`src/hw/pkt_pkg.sv`:
```
package pkt_pkg;

    // beat geometry
    localparam int lane_bits  = 16;
    localparam int simd_lanes = 32;
    localparam int phit_bits  = lane_bits * simd_lanes;

    // ethernet + ipv4 header, counted in 16-bit words
    localparam int hdr_words = 17;
    localparam int hdr_bits  = hdr_words * lane_bits;

    // lanes of an input beat that land in the same output beat
    localparam int carry_lanes = simd_lanes - hdr_words;

    // word positions inside the header
    localparam int len_word      = 8;
    localparam int csum_word     = 12;
    localparam int ip_first_word = 7;

    // checksum pipeline
    localparam int csum_latency = 4;
    localparam int sum_bits     = 20;

    typedef logic [phit_bits-1:0]  phit_t;
    typedef logic [simd_lanes-1:0] lane_mask_t;
    typedef logic [hdr_bits-1:0]   hdr_t;
    typedef logic [lane_bits-1:0]  len_t;
    typedef logic [lane_bits-1:0]  csum_t;

endpackage
```
`src/hw/pkt_assembler.sv`:
```
`timescale 1ns/1ps

module pkt_assembler import pkt_pkg::*; (
    input  logic       clk,
    input  logic       rst,
    input  logic       len_we,
    input  len_t       len_in,
    input  logic       hdr_we,
    input  hdr_t       hdr_in,
    input  logic       stream_start,
    input  phit_t      tdata_in,
    input  lane_mask_t tvalid_in,
    input  logic       tlast_in,
    output phit_t      tdata_out,
    output lane_mask_t tvalid_out,
    output logic       tlast_out
);

    // finished header with length and checksum in place
    hdr_t hdr_out;

    header_builder u_hdr (
        .clk     (clk),
        .rst     (rst),
        .len_we  (len_we),
        .len_in  (len_in),
        .hdr_we  (hdr_we),
        .hdr_in  (hdr_in),
        .hdr_out (hdr_out)
    );

    stream_rewrapper u_wrap (
        .clk          (clk),
        .rst          (rst),
        .hdr          (hdr_out),
        .stream_start (stream_start),
        .tdata_in     (tdata_in),
        .tvalid_in    (tvalid_in),
        .tlast_in     (tlast_in),
        .tdata_out    (tdata_out),
        .tvalid_out   (tvalid_out),
        .tlast_out    (tlast_out)
    );

endmodule

```
`src/hw/stream_rewrapper.sv`:
```
`timescale 1ns/1ps

module stream_rewrapper import pkt_pkg::*; (
    input  logic       clk,
    input  logic       rst,
    input  hdr_t       hdr,
    input  logic       stream_start,
    input  phit_t      tdata_in,
    input  lane_mask_t tvalid_in,
    input  logic       tlast_in,
    output phit_t      tdata_out,
    output lane_mask_t tvalid_out,
    output logic       tlast_out
);

    typedef enum logic [1:0] {
        st_idle,
        st_body,
        st_tail
    } state_t;

    state_t state;

    // upper lanes of the previous beat wait here for the next output beat
    logic [hdr_bits-1:0]  carry_data;
    logic [hdr_words-1:0] carry_valid;

    // lower lanes of the next output beat
    logic [hdr_bits-1:0]  low_data;
    logic [hdr_words-1:0] low_valid;

    logic beat_in;
    logic tail_pending;

    always_comb begin
        if (state == st_idle) begin
            low_data  = hdr;
            low_valid = '1;
        end else begin
            low_data  = carry_data;
            low_valid = carry_valid;
        end
    end

    // a beat is consumed on every body cycle as packets carry no bubbles
    assign beat_in = (state == st_body) || (state == st_idle && stream_start);

    // any valid lane that does not fit behind the shift needs a tail beat
    assign tail_pending = |tvalid_in[simd_lanes-1:carry_lanes];

    always_ff @(posedge clk) begin
        if (rst) begin
            state       <= st_idle;
            tvalid_out  <= '0;
            tlast_out   <= 1'b0;
            carry_valid <= '0;
        end else begin
            case (state)
                st_idle, st_body: begin
                    if (beat_in) begin
                        tvalid_out  <= {tvalid_in[carry_lanes-1:0], low_valid};
                        carry_valid <= tvalid_in[simd_lanes-1:carry_lanes];
                        if (tlast_in && tail_pending) begin
                            state     <= st_tail;
                            tlast_out <= 1'b0;
                        end else if (tlast_in) begin
                            state     <= st_idle;
                            tlast_out <= 1'b1;
                        end else begin
                            state     <= st_body;
                            tlast_out <= 1'b0;
                        end
                    end else begin
                        tvalid_out <= '0;
                        tlast_out  <= 1'b0;
                    end
                end
                st_tail: begin
                    // leftover lanes only with the upper part of the beat empty
                    tvalid_out <= {{carry_lanes{1'b0}}, carry_valid};
                    tlast_out  <= 1'b1;
                    state      <= st_idle;
                end
                default: begin
                    state      <= st_idle;
                    tvalid_out <= '0;
                    tlast_out  <= 1'b0;
                end
            endcase
        end
    end

    // payload path
    always_ff @(posedge clk) begin
        if (state == st_tail) begin
            tdata_out <= {{(carry_lanes*lane_bits){1'b0}}, carry_data};
        end else begin
            tdata_out <= {tdata_in[carry_lanes*lane_bits-1:0], low_data};
        end
        carry_data <= tdata_in[phit_bits-1:carry_lanes*lane_bits];
    end

endmodule

```
`src/hw/header_builder.sv`:
```
`timescale 1ns/1ps

module header_builder import pkt_pkg::*; (
    input  logic clk,
    input  logic rst,
    input  logic len_we,
    input  len_t len_in,
    input  logic hdr_we,
    input  hdr_t hdr_in,
    output hdr_t hdr_out
);

    len_t  len_reg;
    hdr_t  hdr_len;
    hdr_t  hdr_dly;
    hdr_t  hdr_done;
    csum_t csum;
    logic  build_dly;

    // software-written total length
    always_ff @(posedge clk) begin
        if (rst) begin
            len_reg <= '0;
        end else if (len_we) begin
            len_reg <= len_in;
        end
    end

    // length goes in before the delay so a later write cannot tear the header
    always_comb begin
        hdr_len = hdr_in;
        hdr_len[len_word*lane_bits +: lane_bits] = len_reg;
    end

    checksum_tree u_csum (
        .clk  (clk),
        .rst  (rst),
        .hdr  (hdr_in),
        .len  (len_reg),
        .csum (csum)
    );

    // header and strobe wait for the checksum
    delay_line #(.payload_t(hdr_t), .depth(csum_latency)) u_hdr_dly (
        .clk (clk),
        .rst (rst),
        .d   (hdr_len),
        .q   (hdr_dly)
    );

    delay_line #(.payload_t(logic), .depth(csum_latency)) u_we_dly (
        .clk (clk),
        .rst (rst),
        .d   (hdr_we),
        .q   (build_dly)
    );

    always_comb begin
        hdr_done = hdr_dly;
        hdr_done[csum_word*lane_bits +: lane_bits] = csum;
    end

    // finished header holds until the next build
    always_ff @(posedge clk) begin
        if (rst) begin
            hdr_out <= '0;
        end else if (build_dly) begin
            hdr_out <= hdr_done;
        end
    end

endmodule

```
`src/hw/checksum_tree.sv`:
```
`timescale 1ns/1ps

module checksum_tree import pkt_pkg::*; (
    input  logic  clk,
    input  logic  rst,
    input  hdr_t  hdr,
    input  len_t  len,
    output csum_t csum
);

    // the ten ipv4 header words as they enter the sum
    logic [lane_bits-1:0] words [hdr_words-ip_first_word];

    logic [sum_bits-1:0] s1 [5];
    logic [sum_bits-1:0] s2 [3];
    logic [sum_bits-1:0] s3 [2];

    logic [sum_bits-1:0]  total;
    logic [lane_bits:0]   fold1;
    logic [lane_bits-1:0] fold2;

    // length comes from the register and the checksum field counts as zero
    always_comb begin
        for (int i = 0; i < hdr_words - ip_first_word; i++) begin
            words[i] = hdr[(ip_first_word + i) * lane_bits +: lane_bits];
        end
        words[len_word - ip_first_word]  = len;
        words[csum_word - ip_first_word] = '0;
    end

    // stage 1 adds the ten words in five pairs
    always_ff @(posedge clk) begin
        if (rst) begin
            for (int k = 0; k < 5; k++) begin
                s1[k] <= '0;
            end
        end else begin
            for (int k = 0; k < 5; k++) begin
                s1[k] <= sum_bits'(words[2*k]) + sum_bits'(words[2*k+1]);
            end
        end
    end

    // stages 2 and 3 where the odd operand rides along in a balancing register
    always_ff @(posedge clk) begin
        if (rst) begin
            s2[0] <= '0;
            s2[1] <= '0;
            s2[2] <= '0;
            s3[0] <= '0;
            s3[1] <= '0;
        end else begin
            s2[0] <= s1[0] + s1[1];
            s2[1] <= s1[2] + s1[3];
            s2[2] <= s1[4];
            s3[0] <= s2[0] + s2[1];
            s3[1] <= s2[2];
        end
    end

    // end-around carry needs only two folds for ten words
    always_comb begin
        total = s3[0] + s3[1];
        fold1 = (lane_bits+1)'(total[lane_bits-1:0])
              + (lane_bits+1)'(total[sum_bits-1:lane_bits]);
        fold2 = fold1[lane_bits-1:0] + lane_bits'(fold1[lane_bits]);
    end

    // stage 4 registers the inverted one's-complement sum
    always_ff @(posedge clk) begin
        if (rst) begin
            csum <= '0;
        end else begin
            csum <= ~fold2;
        end
    end

endmodule

```
`src/hw/delay_line.sv`:
```
`timescale 1ns/1ps

module delay_line #(
    parameter type payload_t = logic,
    parameter int  depth     = 1
) (
    input  logic     clk,
    input  logic     rst,
    input  payload_t d,
    output payload_t q
);

    payload_t pipe [depth];

    always_ff @(posedge clk) begin
        if (rst) begin
            for (int i = 0; i < depth; i++) begin
                pipe[i] <= '0;
            end
        end else begin
            pipe[0] <= d;
            for (int i = 1; i < depth; i++) begin
                pipe[i] <= pipe[i-1];
            end
        end
    end

    assign q = pipe[depth-1];

endmodule

```
`config.mk`:
```
export PLATFORM = sky130hd
export DESIGN_NAME = pkt_assembler
export DESIGN_NICKNAME = d
export VERILOG_FILES = /design/src/hw/pkt_pkg.sv /design/src/hw/pkt_assembler.sv /design/src/hw/stream_rewrapper.sv /design/src/hw/header_builder.sv /design/src/hw/checksum_tree.sv /design/src/hw/delay_line.sv
export SDC_FILE = /design/constraint.sdc
export NUM_CORES = 2
export LEC_CHECK = 0
export ABC_AREA = 1
export BUFFER_PORTS_ARGS = -buffer_cell sky130_fd_sc_hd__buf_2
export CORE_AREA = 2 2 535 537
export DETAILED_ROUTE_END_ITERATION = 16
export DIE_AREA = 0 0 537 539
export SLEW_MARGIN = 20
export SYNTH_ARGS = -nofsm -noshare
export SYNTH_HDL_FRONTEND = slang
export SYNTH_SLANG_ARGS = --single-unit
```
`constraint.sdc`:
```
create_clock -name clk -period 7.2 [get_ports clk]
set_input_delay 1.44 -clock clk [delete_from_list [all_inputs] [get_ports clk]]
set_output_delay 1.44 -clock clk [all_outputs]
set_load 0.005 [all_outputs]
```
==> results.md <==
- Status: finished clean
- Pleak: 44.7 nW
- Layout net count: 10,600
- P_sw: 0.00719 W
- Largest area contributor in the netlist: dfxtp_1
- Req. time, crit path: 7.90 ns
- Initial antenna violation count: 154
- GR Util met3: 0.0468
- Sequential fraction of design power: 0.469
- WL final: 234 mm
- Most Crowded Layer GR: met2
- Via density: 3.89
- Biggest register: u_hdr.u_hdr_dly.pipe
- Post-Place Worst Slack: 1.73 ns
- Area Growth Syn to Fin: 27.1%
- CTS tree: done
- Overall fraction of global-route tracks in use: 0.155
- Gate Count Post-Synth: 8,309
- Initial core utilization: 0.253
- Yosys cell types: 42
- Met1 Usage GRT: 0.198
- Clock Sink Count: 2,325
- Crit path max fanout: 6
- # H-tree levels: 5
- Max incr delay on CP: 0.48 ns
- Remaining Overflow, GRT: 0
- First-pass GRT wire length: 332 mm
- Biggest regs: u_hdr.u_hdr_dly.pipe x1024, u_wrap.tdata_out x512
- TritonCTS buffer count: 262
- Synthesized area: 0.0719 mm²
- Mean post-synth cell area: 8.66 µm²
- Most frequent cells in the layout: dfxtp_1, nor2_1, inv_1
- Post-CTS Setup Repair Bufs: 0
- Top post-synthesis cells by area: dfxtp_1, nor2_1, inv_1
- Slew Limit Fails: 0
- ANT nets after route: 0
- Post-Route Skew: 0.0899 ns
- Setup ws final: 1.80 ns
- Final worst path period share: 0.751
- Boundary Pins: 1,383
- Port buffer count: 1,350
- VDD IR max: 0.000182 V
- Via count: 53,100
- CP Launch Type: flip-flop
- DRT Pass-1 Iters: 7
- Area of the core: 0.284 mm²
- Internal: 0.0222 W
- Post-synth top area share: 0.647
- Post-CTS Resized: 0
- Die width: 537 µm
- Switch share: 0.245
- Hold-fix buffers at CTS: 0
- Max clock buf depth: 4
- Largest net degree at the start of global routing: 190
- Clock Latency Late Sink: 0.88 ns
- Total die area: 0.289 mm²
- Final Critical Period: 5.40 ns
- Fin Hold WS: 0.325 ns
- Critical path endpoint category: flip-flop
- Max-cap viol count: 0
- Critical path's slowest cell: fa_1
- GR Layer Usage met2: 0.243
- Worst hold path type: reg -> reg
- Post-synthesis sequential area ratio: 0.647
- Fin. Hold Viols: 0
- DR WL/cell: 17.2 µm
- Power per cell area: 321 mW/mm²
- RSZ-0062 raised after global routing: no
- Setup violators final: 0
- Remaining DRCs: 0
- Max reg flops: 1,024
- WS Path Type: reg -> reg
- Syn_nets: 9,294
- Layout cells sized above 1: 0.188
- Hpwl dp: 174 mm
- Tightest Pin Transition: 1.13 ns
- Crit path DAT: 6.10 ns
- Placer Congestion: 0.893
- Leading cell type in the layout, fill and taps excluded: dfxtp_1
- Std-Cell Rows: 196
- Die H: 539 µm
- #FFs+latches synth: 2,325
- Final TNS setup: 0 ns
- Worst rel slew slack: 0.244
- Ys Warns: 0
- Clock root buffer: clkbuf_16
- DRT iter0 DRCs: 3,439
- Vias in the first global route: 50,200
- Clock transition at path regs: 0.06 ns
- Clock power share: 0.457
- Logic pwr share: 0.074
- Peak Freq: 185 MHz
## final cells by class
| type | instances | area [µm²] |
|---|---|---|
| inverters | 1486 | 5600 |
| clock inverters | 104 | 1360 |
| repair buffers | 1384 | 7100 |
| fillers | 29900 | 193000 |
| flip-flops and latches | 2325 | 46500 |
| well taps | 3762 | 4710 |
| diodes | 64 | 160 |
| multi-input cells | 4171 | 18600 |
| clock buffers | 354 | 7320 |
## worst max-delay path, delay by kind of cell (launching register included)
kind            cells  cell delay (ns)
xor+xnor            1             0.21
fa+ha+maj           4             1.19
compound gates      3             0.57
simple gates       25             2.72
buf+inv             4             0.32
flops               1             0.30
## synth_stat cells, drive strengths merged
library cell / count
dfxtp: 2325
nor2: 2012
inv: 1484
nand2: 1117
o21ai: 440
clkbuf: 323
a21oi: 264
ha: 138
nand3: 63
o21a: 32
a21boi: 17
nand4: 12
nor3: 12
xor2: 12
a31oi: 11
fa: 9
o21bai: 6
a21o: 5
buf: 4
nor4: 4
o31ai: 3
a211oi: 2
and3: 2
clkinv: 2
nand3b: 2
nor3b: 2
o211ai: 2
a221oi: 1
o31a: 1
or2: 1
xnor2: 1
## final timing paths
check | start | to | slack, ns | cells past startpoint
max | u_hdr.u_csum.s3[0][7] | u_hdr.u_csum.csum[14] | 1.80 | 37
min reg2reg | u_hdr.u_hdr_dly.pipe[1][243] | u_hdr.u_hdr_dly.pipe[2][243] | 0.32 | 2
min | u_hdr.u_hdr_dly.pipe[1][243] | u_hdr.u_hdr_dly.pipe[2][243] | 0.32 | 2
max reg2reg | u_hdr.u_csum.s3[0][7] | u_hdr.u_csum.csum[14] | 1.80 | 37
## metrics by stage
| stage | cells | cell area, µm² | total power (W) | utilization |
|---|---|---|---|---|
| 6_report | 13700 | 91400 | 0.0294 | 0.322 |
| 2_1_floorplan | 8309 | 71900 | 0.0151 | - |
| 3_5_place_dp | 13100 | 82500 | 0.0163 | 0.291 |
| 3_3_place_gp | 13100 | 82500 | 0.0162 | 0.291 |
| 4_1_cts | 13600 | 91200 | 0.0298 | 0.321 |
| 5_1_grt | 13600 | 91300 | 0.0306 | 0.322 |
## routing by layer
metal  share of wire  up-vias
li1                -    27300
met1            0.44    23500
met2            0.43     1715
met3           0.084      531
met4           0.042       26
met5         0.00073        -
## power groups by stage
stage	sequential [W]	combinational, W	clock, W
global placement	0.0140	0.00220	0
CTS	0.0138	0.00222	0.0138
floorplan	0.0140	0.00115	0
global route	0.0138	0.00247	0.0143
finish	0.0138	0.00219	0.0134
detailed placement	0.0140	0.00221	0
## cell families (layout without fill, tap and decap cells)
logic type               after synthesis  count (layout)  share of synthesized area
flip-flops                          2325            2325                      0.647
adder cells (fa/ha/maj)              147             147                     0.0265
AO/OA/AOI/OAI                        784             784                     0.0574
XOR/XNOR                              13              13                    0.00158
buffers and inverters               1813            3328                     0.0948
AND/OR/NAND/NOR                     3227            3227                      0.173
other                                  0              64                          0
Power figures use the tool's default switching activity.
